<file path="config.mk">
export PLATFORM = sky130hd
export DESIGN_NAME = axi_wb_bridge
export DESIGN_NICKNAME = d
export VERILOG_FILES = /design/src/hdl/bridge_pkg.sv /design/src/hdl/bus_arbiter.sv /design/src/hdl/axi_to_wb.sv /design/src/hdl/wb_to_axi.sv /design/src/hdl/axi_wb_bridge.sv
export SDC_FILE = /design/constraint.sdc
export NUM_CORES = 1
export LEC_CHECK = 0
export ABC_AREA = 1
export ABC_CLOCK_PERIOD_IN_PS = 3550
export BUFFER_PORTS_ARGS = -buffer_cell sky130_fd_sc_hd__buf_2
export CAP_MARGIN = 5
export CORE_AREA = 2 2 147 149
export CTS_CLUSTER_SIZE = 8
export DETAILED_ROUTE_END_ITERATION = 8
export DIE_AREA = 0 0 149 151
export SLEW_MARGIN = 20
export SYNTH_ARGS = -nofsm -noshare
export SYNTH_HDL_FRONTEND = slang
export SYNTH_SLANG_ARGS = --single-unit
</file>
<file path="constraint.sdc">
create_clock -name i_clk -period 3.55 [get_ports i_clk]
set_clock_uncertainty 0.2 [all_clocks]
set_input_delay 0 -clock i_clk [delete_from_list [all_inputs] [get_ports i_clk]]
set_output_delay 0 -clock i_clk [all_outputs]
set_load 0.05 [all_outputs]
</file>
<file path="src/hdl/bridge_pkg.sv">
package bridge_pkg;

   localparam int ADDR_W = 13;  // byte address space of the core memory
   localparam int DATA_W = 32;
   localparam int STRB_W = 4;

   typedef logic [ADDR_W-1:0] addr_t;
   typedef logic [ADDR_W-3:0] word_addr_t;  // wishbone side drops the byte offset
   typedef logic [DATA_W-1:0] data_t;
   typedef logic [STRB_W-1:0] strb_t;

   typedef enum logic [1:0] {
      OWN_IDLE,
      OWN_AXI,
      OWN_WB
   } owner_e;

   // axi slave side, feeding the memory port
   typedef enum logic [2:0] {
      A2W_WAIT_GRANT,
      A2W_WAIT_WDATA,
      A2W_WB_WRITE,
      A2W_WB_READ,
      A2W_WRESP,
      A2W_RRESP
   } a2w_state_e;

   // core wishbone request played out on the external axi master
   typedef enum logic [2:0] {
      W2A_WAIT_GRANT,
      W2A_AW,
      W2A_AR,
      W2A_W,
      W2A_B,
      W2A_R,
      W2A_ACK
   } w2a_state_e;

endpackage

</file>
<file path="src/hdl/bus_arbiter.sv">
`timescale 1ns/100ps

module bus_arbiter (
   input  logic i_clk,
   input  logic i_rst,
   input  logic i_axi_req,
   input  logic i_wb_req,
   input  logic i_axi_done,
   input  logic i_wb_done,
   output logic o_axi_grant,
   output logic o_wb_grant
);

   bridge_pkg::owner_e owner;

   always_ff @(posedge i_clk) begin
      if (i_rst) begin
         owner <= bridge_pkg::OWN_IDLE;
      end else begin
         case (owner)
            bridge_pkg::OWN_IDLE: begin
               if (i_axi_req) begin  // axi wins a tie
                  owner <= bridge_pkg::OWN_AXI;
               end else if (i_wb_req) begin
                  owner <= bridge_pkg::OWN_WB;
               end
            end
            bridge_pkg::OWN_AXI: begin
               if (i_axi_done) owner <= bridge_pkg::OWN_IDLE;
            end
            bridge_pkg::OWN_WB: begin
               if (i_wb_done) owner <= bridge_pkg::OWN_IDLE;
            end
            default: owner <= bridge_pkg::OWN_IDLE;
         endcase
      end
   end

   assign o_axi_grant = (owner == bridge_pkg::OWN_AXI);
   assign o_wb_grant  = (owner == bridge_pkg::OWN_WB);

   // a path may only finish a transaction it was granted
   a_done_from_owner: assert property (@(posedge i_clk) disable iff (i_rst)
      !(i_axi_done && !o_axi_grant) && !(i_wb_done && !o_wb_grant));

endmodule

</file>
<file path="src/hdl/axi_to_wb.sv">
`timescale 1ns/100ps

module axi_to_wb (
   input  logic                   i_clk,
   input  logic                   i_rst,
   input  logic                   i_grant,
   // axi-lite slave
   input  bridge_pkg::addr_t      i_awaddr,
   input  logic                   i_awvalid,
   output logic                   o_awready,
   input  bridge_pkg::addr_t      i_araddr,
   input  logic                   i_arvalid,
   output logic                   o_arready,
   input  bridge_pkg::data_t      i_wdata,
   input  bridge_pkg::strb_t      i_wstrb,
   input  logic                   i_wvalid,
   output logic                   o_wready,
   output logic                   o_bvalid,
   input  logic                   i_bready,
   output bridge_pkg::data_t      o_rdata,
   output logic                   o_rvalid,
   input  logic                   i_rready,
   // wishbone master to memory
   output bridge_pkg::word_addr_t o_mwb_adr,
   output bridge_pkg::data_t      o_mwb_dat,
   output bridge_pkg::strb_t      o_mwb_sel,
   output logic                   o_mwb_we,
   output logic                   o_mwb_stb,
   input  bridge_pkg::data_t      i_mwb_rdt,
   input  logic                   i_mwb_ack,
   output logic                   o_done
);

   bridge_pkg::a2w_state_e state;
   bridge_pkg::a2w_state_e state_nxt;
   logic ld_aw;  // take write address
   logic ld_w;   // take write data and start the wishbone write
   logic ld_ar;  // take read address and start the wishbone read

   always_comb begin
      state_nxt = state;
      ld_aw     = 1'b0;
      ld_w      = 1'b0;
      ld_ar     = 1'b0;
      case (state)
         bridge_pkg::A2W_WAIT_GRANT: begin
            if (i_grant) begin
               if (i_awvalid) begin  // write before read
                  ld_aw = 1'b1;
                  if (i_wvalid) begin
                     ld_w      = 1'b1;
                     state_nxt = bridge_pkg::A2W_WB_WRITE;
                  end else begin
                     state_nxt = bridge_pkg::A2W_WAIT_WDATA;
                  end
               end else if (i_arvalid) begin
                  ld_ar     = 1'b1;
                  state_nxt = bridge_pkg::A2W_WB_READ;
               end
            end
         end
         bridge_pkg::A2W_WAIT_WDATA: begin
            if (i_wvalid) begin
               ld_w      = 1'b1;
               state_nxt = bridge_pkg::A2W_WB_WRITE;
            end
         end
         bridge_pkg::A2W_WB_WRITE: if (i_mwb_ack) state_nxt = bridge_pkg::A2W_WRESP;
         bridge_pkg::A2W_WB_READ:  if (i_mwb_ack) state_nxt = bridge_pkg::A2W_RRESP;
         bridge_pkg::A2W_WRESP:    if (i_bready) state_nxt = bridge_pkg::A2W_WAIT_GRANT;
         bridge_pkg::A2W_RRESP:    if (i_rready) state_nxt = bridge_pkg::A2W_WAIT_GRANT;
         default: state_nxt = bridge_pkg::A2W_WAIT_GRANT;
      endcase
   end

   always_ff @(posedge i_clk) begin
      if (i_rst) begin
         state     <= bridge_pkg::A2W_WAIT_GRANT;
         o_awready <= 1'b0;
         o_wready  <= 1'b0;
         o_arready <= 1'b0;
         o_mwb_stb <= 1'b0;
         o_bvalid  <= 1'b0;
         o_rvalid  <= 1'b0;
      end else begin
         state     <= state_nxt;
         o_awready <= ld_aw;  // one cycle pulses
         o_wready  <= ld_w;
         o_arready <= ld_ar;
         o_mwb_stb <= (o_mwb_stb && !i_mwb_ack) || ld_w || ld_ar;
         o_bvalid  <= (state_nxt == bridge_pkg::A2W_WRESP);
         o_rvalid  <= (state_nxt == bridge_pkg::A2W_RRESP);
      end
   end

   always_ff @(posedge i_clk) begin
      if (ld_aw) o_mwb_adr <= i_awaddr[bridge_pkg::ADDR_W-1:2];
      if (ld_ar) o_mwb_adr <= i_araddr[bridge_pkg::ADDR_W-1:2];
      if (ld_w) begin
         o_mwb_dat <= i_wdata;
         o_mwb_sel <= i_wstrb;
         o_mwb_we  <= 1'b1;
      end
      if (ld_ar) begin
         o_mwb_sel <= {bridge_pkg::STRB_W{1'b1}};  // full word read
         o_mwb_we  <= 1'b0;
      end
      if (state == bridge_pkg::A2W_WB_READ && i_mwb_ack) o_rdata <= i_mwb_rdt;
   end

   // finished when the response is taken
   assign o_done = (o_bvalid && i_bready) || (o_rvalid && i_rready);

   a_stb_stable: assert property (@(posedge i_clk) disable iff (i_rst)
      o_mwb_stb && !i_mwb_ack |=> o_mwb_stb
         && $stable({o_mwb_adr, o_mwb_dat, o_mwb_sel, o_mwb_we}));

   a_bvalid_hold: assert property (@(posedge i_clk) disable iff (i_rst)
      o_bvalid && !i_bready |=> o_bvalid);

   a_rvalid_hold: assert property (@(posedge i_clk) disable iff (i_rst)
      o_rvalid && !i_rready |=> o_rvalid && $stable(o_rdata));

endmodule

</file>
<file path="src/hdl/wb_to_axi.sv">
`timescale 1ns/100ps

module wb_to_axi (
   input  logic                   i_clk,
   input  logic                   i_rst,
   input  logic                   i_grant,
   // wishbone slave from the core
   input  bridge_pkg::word_addr_t i_swb_adr,
   input  bridge_pkg::data_t      i_swb_dat,
   input  bridge_pkg::strb_t      i_swb_sel,
   input  logic                   i_swb_we,
   output bridge_pkg::data_t      o_swb_rdt,
   output logic                   o_swb_ack,
   // axi-lite master to the external slave
   output bridge_pkg::addr_t      o_awmaddr,
   output logic                   o_awmvalid,
   input  logic                   i_awmready,
   output bridge_pkg::addr_t      o_armaddr,
   output logic                   o_armvalid,
   input  logic                   i_armready,
   output bridge_pkg::data_t      o_wmdata,
   output bridge_pkg::strb_t      o_wmstrb,
   output logic                   o_wmvalid,
   input  logic                   i_wmready,
   input  logic                   i_bmvalid,
   output logic                   o_bmready,
   input  bridge_pkg::data_t      i_rmdata,
   input  logic                   i_rmvalid,
   output logic                   o_rmready,
   output logic                   o_done
);

   bridge_pkg::w2a_state_e state;
   bridge_pkg::w2a_state_e state_nxt;
   logic ld_req;

   always_comb begin
      state_nxt = state;
      ld_req    = 1'b0;
      case (state)
         bridge_pkg::W2A_WAIT_GRANT: begin
            if (i_grant) begin  // grant implies stb is up
               ld_req    = 1'b1;
               state_nxt = i_swb_we ? bridge_pkg::W2A_AW : bridge_pkg::W2A_AR;
            end
         end
         bridge_pkg::W2A_AW: if (i_awmready) state_nxt = bridge_pkg::W2A_W;
         bridge_pkg::W2A_W:  if (i_wmready) state_nxt = bridge_pkg::W2A_B;
         bridge_pkg::W2A_B:  if (i_bmvalid) state_nxt = bridge_pkg::W2A_ACK;
         bridge_pkg::W2A_AR: if (i_armready) state_nxt = bridge_pkg::W2A_R;
         bridge_pkg::W2A_R:  if (i_rmvalid) state_nxt = bridge_pkg::W2A_ACK;
         // response code is not checked, the core is always acked
         bridge_pkg::W2A_ACK: state_nxt = bridge_pkg::W2A_WAIT_GRANT;
         default: state_nxt = bridge_pkg::W2A_WAIT_GRANT;
      endcase
   end

   always_ff @(posedge i_clk) begin
      if (i_rst) begin
         state      <= bridge_pkg::W2A_WAIT_GRANT;
         o_awmvalid <= 1'b0;
         o_wmvalid  <= 1'b0;
         o_bmready  <= 1'b0;
         o_armvalid <= 1'b0;
         o_rmready  <= 1'b0;
         o_swb_ack  <= 1'b0;
      end else begin
         state      <= state_nxt;
         o_awmvalid <= (state_nxt == bridge_pkg::W2A_AW);
         o_wmvalid  <= (state_nxt == bridge_pkg::W2A_W);
         o_bmready  <= (state_nxt == bridge_pkg::W2A_B);
         o_armvalid <= (state_nxt == bridge_pkg::W2A_AR);
         o_rmready  <= (state_nxt == bridge_pkg::W2A_R);
         o_swb_ack  <= (state_nxt == bridge_pkg::W2A_ACK);
      end
   end

   always_ff @(posedge i_clk) begin
      if (ld_req) begin
         if (i_swb_we) begin
            o_awmaddr <= {i_swb_adr, 2'b00};  // word to byte address
            o_wmdata  <= i_swb_dat;
            o_wmstrb  <= i_swb_sel;
         end else begin
            o_armaddr <= {i_swb_adr, 2'b00};
         end
      end
      if (state == bridge_pkg::W2A_R && i_rmvalid) o_swb_rdt <= i_rmdata;
   end

   assign o_done = o_swb_ack;

   a_aw_hold: assert property (@(posedge i_clk) disable iff (i_rst)
      o_awmvalid && !i_awmready |=> o_awmvalid && $stable(o_awmaddr));

   a_ar_hold: assert property (@(posedge i_clk) disable iff (i_rst)
      o_armvalid && !i_armready |=> o_armvalid && $stable(o_armaddr));

   a_w_hold: assert property (@(posedge i_clk) disable iff (i_rst)
      o_wmvalid && !i_wmready |=> o_wmvalid && $stable({o_wmdata, o_wmstrb}));

endmodule

</file>
<file path="src/hdl/axi_wb_bridge.sv">
`timescale 1ns/100ps

module axi_wb_bridge (
   input  logic                   i_clk,
   input  logic                   i_rst,
   // wishbone master to core memory
   output bridge_pkg::word_addr_t o_mwb_adr,
   output bridge_pkg::data_t      o_mwb_dat,
   output bridge_pkg::strb_t      o_mwb_sel,
   output logic                   o_mwb_we,
   output logic                   o_mwb_stb,
   input  bridge_pkg::data_t      i_mwb_rdt,
   input  logic                   i_mwb_ack,
   // wishbone slave from the core
   input  bridge_pkg::word_addr_t i_swb_adr,
   input  bridge_pkg::data_t      i_swb_dat,
   input  bridge_pkg::strb_t      i_swb_sel,
   input  logic                   i_swb_we,
   input  logic                   i_swb_stb,
   output bridge_pkg::data_t      o_swb_rdt,
   output logic                   o_swb_ack,
   // axi-lite slave from an external master
   input  bridge_pkg::addr_t      i_awaddr,
   input  logic                   i_awvalid,
   output logic                   o_awready,
   input  bridge_pkg::addr_t      i_araddr,
   input  logic                   i_arvalid,
   output logic                   o_arready,
   input  bridge_pkg::data_t      i_wdata,
   input  bridge_pkg::strb_t      i_wstrb,
   input  logic                   i_wvalid,
   output logic                   o_wready,
   output logic                   o_bvalid,
   input  logic                   i_bready,
   output bridge_pkg::data_t      o_rdata,
   output logic                   o_rvalid,
   input  logic                   i_rready,
   // axi-lite master to an external slave
   output bridge_pkg::addr_t      o_awmaddr,
   output logic                   o_awmvalid,
   input  logic                   i_awmready,
   output bridge_pkg::addr_t      o_armaddr,
   output logic                   o_armvalid,
   input  logic                   i_armready,
   output bridge_pkg::data_t      o_wmdata,
   output bridge_pkg::strb_t      o_wmstrb,
   output logic                   o_wmvalid,
   input  logic                   i_wmready,
   input  logic                   i_bmvalid,
   output logic                   o_bmready,
   input  bridge_pkg::data_t      i_rmdata,
   input  logic                   i_rmvalid,
   output logic                   o_rmready
);

   logic axi_grant;
   logic wb_grant;
   logic axi_done;
   logic wb_done;

   bus_arbiter i_bus_arbiter (
      .i_clk       (i_clk),
      .i_rst       (i_rst),
      .i_axi_req   (i_awvalid | i_arvalid),  // kind of request decoded in the path
      .i_wb_req    (i_swb_stb),
      .i_axi_done  (axi_done),
      .i_wb_done   (wb_done),
      .o_axi_grant (axi_grant),
      .o_wb_grant  (wb_grant)
   );

   axi_to_wb i_axi_to_wb (
      .i_clk     (i_clk),
      .i_rst     (i_rst),
      .i_grant   (axi_grant),
      .i_awaddr  (i_awaddr),
      .i_awvalid (i_awvalid),
      .o_awready (o_awready),
      .i_araddr  (i_araddr),
      .i_arvalid (i_arvalid),
      .o_arready (o_arready),
      .i_wdata   (i_wdata),
      .i_wstrb   (i_wstrb),
      .i_wvalid  (i_wvalid),
      .o_wready  (o_wready),
      .o_bvalid  (o_bvalid),
      .i_bready  (i_bready),
      .o_rdata   (o_rdata),
      .o_rvalid  (o_rvalid),
      .i_rready  (i_rready),
      .o_mwb_adr (o_mwb_adr),
      .o_mwb_dat (o_mwb_dat),
      .o_mwb_sel (o_mwb_sel),
      .o_mwb_we  (o_mwb_we),
      .o_mwb_stb (o_mwb_stb),
      .i_mwb_rdt (i_mwb_rdt),
      .i_mwb_ack (i_mwb_ack),
      .o_done    (axi_done)
   );

   wb_to_axi i_wb_to_axi (
      .i_clk      (i_clk),
      .i_rst      (i_rst),
      .i_grant    (wb_grant),
      .i_swb_adr  (i_swb_adr),
      .i_swb_dat  (i_swb_dat),
      .i_swb_sel  (i_swb_sel),
      .i_swb_we   (i_swb_we),
      .o_swb_rdt  (o_swb_rdt),
      .o_swb_ack  (o_swb_ack),
      .o_awmaddr  (o_awmaddr),
      .o_awmvalid (o_awmvalid),
      .i_awmready (i_awmready),
      .o_armaddr  (o_armaddr),
      .o_armvalid (o_armvalid),
      .i_armready (i_armready),
      .o_wmdata   (o_wmdata),
      .o_wmstrb   (o_wmstrb),
      .o_wmvalid  (o_wmvalid),
      .i_wmready  (i_wmready),
      .i_bmvalid  (i_bmvalid),
      .o_bmready  (o_bmready),
      .i_rmdata   (i_rmdata),
      .i_rmvalid  (i_rmvalid),
      .o_rmready  (o_rmready),
      .o_done     (wb_done)
   );

endmodule

</file>
==> results.ini, run 1 <==
[layout]
diodes=0
final_net_count=1160
nFillCells=1742
seq_area_sq_mm=0.005455
post-route-util_pct=53.30
multiInputGateArea_sq_um=733.2
drive_above_1_share_pct=41.93
area_delta_synth_final_pct=75.49

[synthesis]
syn_area_sq_mm=0.006325
synth_fa_ha_area_share_pct=0
synth.mux.area_fraction_pct=0
avgSynthCellArea_sq_um=16.34
synth_xor_area_share_pct=0
synth-edff-count=165
netlist_instances=387
ys_seq_area_share_pct=86.25
yosysWarningCount=0
ys.flop_type=edfxtp_1
synth-compound-area-share_pct=0.7913
synth.distinct_cells=23
synthSimpleGateAreaFrac_pct=10.41
async_flop_share_pct=0
yosys_register_bits=190
synth_top_family_by_area=simple AND/OR/NAND/NOR gates

[timing]
slew_headroom_pct=53.39
period_share_pct=85.19
fin_setup_tns_ns=0
hold_violations=11
period_needed_ns=3.024
worst_slack_ns=0.5257
fmaxAchievable_mhz=330.7
rsz0062_at_grt=no
slew_viol_final=0
final-setup-viol-count=0
whs_ns=-0.01432
tightest_slew_ns=0.6984

[floorplan]
die_h_um=151
core.rowCount=53
core_area_sq_mm=0.02082
die_area_sq_mm=0.02250
initial_utilization_pct=30.37
die_w_um=149
pin_count=374

[drt]
drtPass1Iterations=5
wl_um=19390
ant_nets=0
drt-initial-drc-count=270
drt-vias-per-instance=4.170
wire_per_inst_um=15.39
drc=0
num_vias=5254

[global_route]
grt_pass1_wl_um=27570
grt_pass1_vias=5419
grt.total_usage_pct=16.36
grt_max_degree=48
grt_overflow=0
antenna_found_initial=0

[clock_network]
post-cts-setup-buffers=0
clkLatencyLatePin_ns=0.43
cts_tree=yes
cts-htree-levels=4
cts.sinks=190
root_buffer=clkbuf_16
cts.clk_slew.worst_paths_ns=0.07
clockBufferDepth=2
numCtsBuffers=17

[setup_path]
crit_slowest_cell=dlygate4sd3_1
cp-start-kind=flip-flop
crit_fanout=9
worstPathRequired_ns=3.67
crit_arrival_ns=3.14
worstPathCellList=nor2_1, nand3_1, nand2_1, dlygate4sd3_1, nor2_1, dlygate4sd3_1, nand2_1, nand2_1, dlygate4sd3_1, nor2_1
end_kind=flip-flop
critical_path.max_stage_delay_ns=0.55
worst-setup-path-type=flip-flop to flip-flop

[placed_design]
pre_cts_ws_ns=1.338
gp_congestion=0.7684
post-dp-hpwl_um=12830
portBuffers=365

[power_and_ir_drop]
max-vdd-ir-drop_mv=0.4060
p_per_area_mw_per_mm2=481.6
p_leak_nw=4.819

[run_status]
violations=hold timing
status=complete, but fails checks

[flow_run]
maxCapViolCount=0

[min_path]
hp-class=input pin to flip-flop

-- routing by layer --
metal | wire [um] | vias to the layer above | global-route usage, % | share of wire, %
met5 | 0 | - | 0 | 0
met4 | 420 | 0 | 6.143 | 2.2
met3 | 1348 | 36 | 4.247 | 7.0
met2 | 10440 | 215 | 30.53 | 54
met1 | 7183 | 2465 | 17.81 | 37
li1 | - | 2538 | - | -
-- report_power, final --
part / leakage [nW] / internal [W] / total (W) / switching (W)
Clock: 0.272 / 0.000934 / 0.00184 / 0.000901
Combinational: 2.85 / 0.000362 / 0.000926 / 0.000564
Sequential: 1.70 / 0.00254 / 0.00258 / 0.0000443
-- flip-flops by register name, indices dropped and copies added (netlist names), 2 cells and up --
| register | count |
|---|---|
| i_axi_to_wb.o_mwb_dat | 32 |
| i_axi_to_wb.o_rdata | 32 |
| i_wb_to_axi.o_swb_rdt | 32 |
| i_wb_to_axi.o_wmdata | 32 |
| i_axi_to_wb.o_mwb_adr | 11 |
| i_wb_to_axi.o_armaddr | 11 |
| i_wb_to_axi.o_awmaddr | 11 |
| i_axi_to_wb.o_mwb_sel | 4 |
| i_wb_to_axi.o_wmstrb | 4 |
| i_axi_to_wb.state | 3 |
| i_wb_to_axi.state | 3 |
| i_bus_arbiter.owner | 2 |
-- path summary, 6_finish.rpt --
kind	startpoint	endpoint	slack, ns	cells after the start
max reg2reg	i_wb_to_axi.state[2]$_SDFF_PP0_	i_wb_to_axi.o_wmvalid$_SDFF_PP0_	0.53	10
min reg2reg	i_axi_to_wb.o_mwb_we$_SDFFE_PP0P_	i_axi_to_wb.o_mwb_we$_SDFFE_PP0P_	0.28	2
max	i_wb_to_axi.state[2]$_SDFF_PP0_	i_wb_to_axi.o_wmvalid$_SDFF_PP0_	0.53	10
min	i_swb_we	i_wb_to_axi.o_armaddr[3]$_DFFE_PP_	-0.01	4
-- area by class of cell --
cell class	count	area share (%)
tap	275	3.100
clock buffer	17	3.833
multi-input combinational	166	6.606
timing repair buffer	573	35.13
inverter	24	0.8116
sequential	190	49.15
clock inverter	15	1.375
-- worst max-delay path: cells and delay by family (launching register included) --
family / cells / cell delay [ns]
and+or+nand+nor: 7 / 0.57
buffers and inverters: 3 / 1.65
DFF: 1 / 0.50
-- timing repair --
action	CTS	global route
hold buffers	204	0
endpoints found under the setup margin	0	0
hold endpoints to repair	190	0
resized for setup	0	0
-- cell usage after synthesis (2+ instances only) --
cell type	n	area share, %
a21oi_1	4	0.32
nor2_4	2	0.36
nor2_1	36	2.1
inv_1	20	1.2
buf_4	5	0.59
buf_2	3	0.24
inv_2	4	0.24
edfxtp_1	165	78
nor2_2	2	0.20
o21ai_0	3	0.24
nor3_1	2	0.16
nand4_1	9	0.89
dfxtp_1	25	7.9
nand2_1	78	4.6
nand3_1	20	1.6
nand2_2	2	0.20
-- placed cells by master, fill, tap and decap left out, drive strengths merged --
cell type,n
nand4,9
a21oi,4
dlygate4sd3,204
nor2,40
clkinv,6
clkbuf,17
o2111ai,1
o21ai,3
conb,4
edfxtp,165
and2,1
a31oi,1
nand3,21
nor3,2
buf,369
dfxtp,25
nand2,80
clkinvlp,3
inv,30
-- through the flow --
step / std cells / hold WS, ns / total power (W) / instance area [sq um]
after CTS: 1260 / 0.004538 / 0.005388 / 11100
after floorplan: 390 / -0.1011 / 0.003096 / 6336
after detailed placement: 1024 / -0.02189 / 0.003326 / 8479
final: 1260 / -0.01432 / 0.005346 / 11100
after global routing: 1260 / 0.03677 / 0.005549 / 11100
after global placement: 1024 / -0.02305 / 0.003317 / 8479
-- cells by family (layout without fill, tap and decap cells) --
logic type | count (synthesis) | in the layout
buffers and inverters | 34 | 629
other | 1 | 4
AOI/OAI and AO/OA | 9 | 9
and+or+nand+nor | 153 | 153
DFF | 190 | 190
Note: power is estimated with default switching activity, not from simulation.
==> inputs of run 2 (changes only) <==
--- a/config.mk
+++ b/config.mk
@@ -5,14 +5,13 @@
 export SDC_FILE = /design/constraint.sdc
 export NUM_CORES = 1
 export LEC_CHECK = 0
-export ABC_AREA = 1
 export ABC_CLOCK_PERIOD_IN_PS = 3550
 export BUFFER_PORTS_ARGS = -buffer_cell sky130_fd_sc_hd__buf_2
 export CAP_MARGIN = 5
-export CORE_AREA = 2 2 147 149
+export CORE_AREA = 4 4 144 146
 export CTS_CLUSTER_SIZE = 8
 export DETAILED_ROUTE_END_ITERATION = 8
-export DIE_AREA = 0 0 149 151
+export DIE_AREA = 0 0 148 150
 export SLEW_MARGIN = 20
 export SYNTH_ARGS = -nofsm -noshare
 export SYNTH_HDL_FRONTEND = slang
==> run 2 against run 1 <==
The flow now stops in 4_1_cts. Synthesized area shrank 1.3%. Synthesized cell count down 22%.
==> results.ini, run 2 <==
[run_status]
status=stopped before the end
stop_stage=4_1_cts
tool.error=[ERROR RSZ-0060] Max buffer count reached.

[floorplan]
die_h_um=150  ; -0.66%
die_w_um=148  ; -0.67%
core.rowCount=51  ; -3.8%
pin_count=374  ; unchanged
initial_utilization_pct=32.17  ; +1.8 points

[synthesis]
synth.most_common_cell=edfxtp_1
yosysWarningCount=0  ; unchanged
yosys_register_bits=190  ; unchanged
synth_area_leaders=edfxtp_1 (79%), dfxtp_1 (8.0%), mux2_2 (2.3%), mux2i_1 (1.1%), nand2b_1 (0.90%)
yosys-top-cells-count=edfxtp_1 (165), dfxtp_1 (25), mux2_2 (13), nor2_1 (12), nand2_1 (11)
ys.flop_type=edfxtp_1
avgSynthCellArea_sq_um=20.73  ; +27%
netlist_instances=301  ; -22%
synth-edff-count=165  ; unchanged
async_flop_share_pct=0  ; unchanged
synth.distinct_cells=40  ; +74%
ys_seq_area_share_pct=87.41  ; +1.2 points
synth_top_area_share_pct=79.39  ; +1.1 points
syn_area_sq_mm=0.006241  ; -1.3%
synth_largest_area_cell=edfxtp_1

[clock_network]
post-cts-setup-buffers=0  ; unchanged
clockBufferDepth=2  ; unchanged
cts-htree-levels=4  ; unchanged
numCtsBuffers=17  ; unchanged
post_cts_resized=0  ; unchanged
root_buffer=clkbuf_16
cts_hold_buf=192  ; -5.9%
cts.sinks=190  ; unchanged

[placed_design]
gp_congestion=0.7813  ; +1.7%
placed_area_sq_mm=0.008338  ; -1.7%
portBuffers=365  ; unchanged
post-dp-hpwl_um=13340  ; +4.0%

==> run 2: cell count changes after synthesis, moves of 4 or more <==
cell,before,now
nand2_1,78,11
nor2_1,36,12
nand3_1,20,0
inv_1,20,3
mux2_2,0,13
nand2b_1,0,9
nand4_1,9,0
mux2i_1,0,7
nor2b_1,0,5
a211oi_1,0,4
inv_2,4,0
==> run 2: stage by stage <==
| step | util, % | hold WS (ns) | std cells | setup WS (ns) |
|---|---|---|---|---|
| 3_3_place_gp | 42.98 | -0.02263 | 923 | 1.220 |
| 3_5_place_dp | 42.98 | -0.02188 | 923 | 1.105 |
| 2_1_floorplan | - | -0.1159 | 304 | 0.9841 |
==> run 2: kinds of logic after synthesis <==
| family | count (synthesis) | share of synthesized area [%] |
|---|---|---|
| AOI/OAI and AO/OA | 19 | 2.426 |
| buffers and inverters | 14 | 1.484 |
| DFF | 190 | 87.41 |
| muxes | 20 | 3.468 |
| other | 1 | 0.06009 |
| and+or+nand+nor | 57 | 5.152 |
==> inputs of run 3 (changes only) <==
--- a/config.mk
+++ b/config.mk
@@ -5,13 +5,13 @@
 export SDC_FILE = /design/constraint.sdc
 export NUM_CORES = 1
 export LEC_CHECK = 0
-export ABC_CLOCK_PERIOD_IN_PS = 3550
+export ABC_CLOCK_PERIOD_IN_PS = 4620
 export BUFFER_PORTS_ARGS = -buffer_cell sky130_fd_sc_hd__buf_2
 export CAP_MARGIN = 5
-export CORE_AREA = 4 4 144 146
-export CTS_CLUSTER_SIZE = 8
+export CORE_AREA = 4 4 142 144
 export DETAILED_ROUTE_END_ITERATION = 8
-export DIE_AREA = 0 0 148 150
+export DIE_AREA = 0 0 146 148
+export PLACE_DENSITY_LB_ADDON = 0.15
 export SLEW_MARGIN = 20
 export SYNTH_ARGS = -nofsm -noshare
 export SYNTH_HDL_FRONTEND = slang
==> constraint.sdc (replaced) <==
create_clock -name i_clk -period 4.62 [get_ports i_clk]
set_clock_uncertainty 0.2 [all_clocks]
set_input_delay 0 -clock i_clk [delete_from_list [all_inputs] [get_ports i_clk]]
set_output_delay 0 -clock i_clk [all_outputs]
set_load 0.05 [all_outputs]
==> run 3 against run 2 <==
The flow again stops in 4_1_cts. Synthesized cell count stayed put. Synthesized area stayed put.
==> results.ini, run 3 <==
[placed_design]
post-dp-hpwl_um=12970  ; -2.8%
placed_area_sq_mm=0.008299  ; -0.47%
placed_cells=892  ; -3.4%
gp_congestion=0.7616  ; -2.5%
portBuffers=365  ; unchanged

[run_status]
stop_stage=4_1_cts
tool.error=[ERROR RSZ-0060] Max buffer count reached.
status=stopped before the end

[synthesis]
yosysWarningCount=0  ; unchanged
synth_area_leaders=edfxtp_1 (79%), dfxtp_1 (8.0%), mux2_2 (2.3%), mux2i_1 (1.1%), nand2b_1 (0.90%)
ys_seq_area_share_pct=87.41  ; unchanged
avgSynthCellArea_sq_um=20.73  ; unchanged
synth-edff-count=165  ; unchanged
synth_largest_area_cell=edfxtp_1
syn_area_sq_mm=0.006241  ; unchanged
netlist_instances=301  ; unchanged
synth_top_area_share_pct=79.39  ; unchanged
async_flop_share_pct=0  ; unchanged
yosys_register_bits=190  ; unchanged
ys.flop_type=edfxtp_1
synth.most_common_cell=edfxtp_1
synth.distinct_cells=40  ; unchanged
yosys-top-cells-count=edfxtp_1 (165), dfxtp_1 (25), mux2_2 (13), nor2_1 (12), nand2_1 (11)

[clock_network]
post_cts_resized=0  ; unchanged
cts-htree-levels=4  ; unchanged
cts.sinks=190  ; unchanged
cts_hold_buf=187  ; -2.6%
root_buffer=clkbuf_16
numCtsBuffers=17  ; unchanged
clockBufferDepth=2  ; unchanged
post-cts-setup-buffers=0  ; unchanged

[floorplan]
initial_utilization_pct=33.36  ; +1.2 points
pin_count=374  ; unchanged
die_w_um=146  ; -1.4%
die_h_um=148  ; -1.3%
core.rowCount=50  ; -2.0%

-- run 3: metrics by stage --
step / hold slack (ns) / util, % / setup slack, ns
2_1_floorplan: -0.1159 / - / 2.054
3_5_place_dp: -0.02188 / 44.37 / 2.174
3_3_place_gp: -0.02282 / 44.37 / 2.250
-- run 3: cell families after synthesis --
| kind of cell | synth area share (%) |
|---|---|
| AOI/OAI and AO/OA | 2.426 |
| DFF | 87.41 |
| buffers and inverters | 1.484 |
| other | 0.06009 |
| and+or+nand+nor | 5.152 |
| muxes | 3.468 |
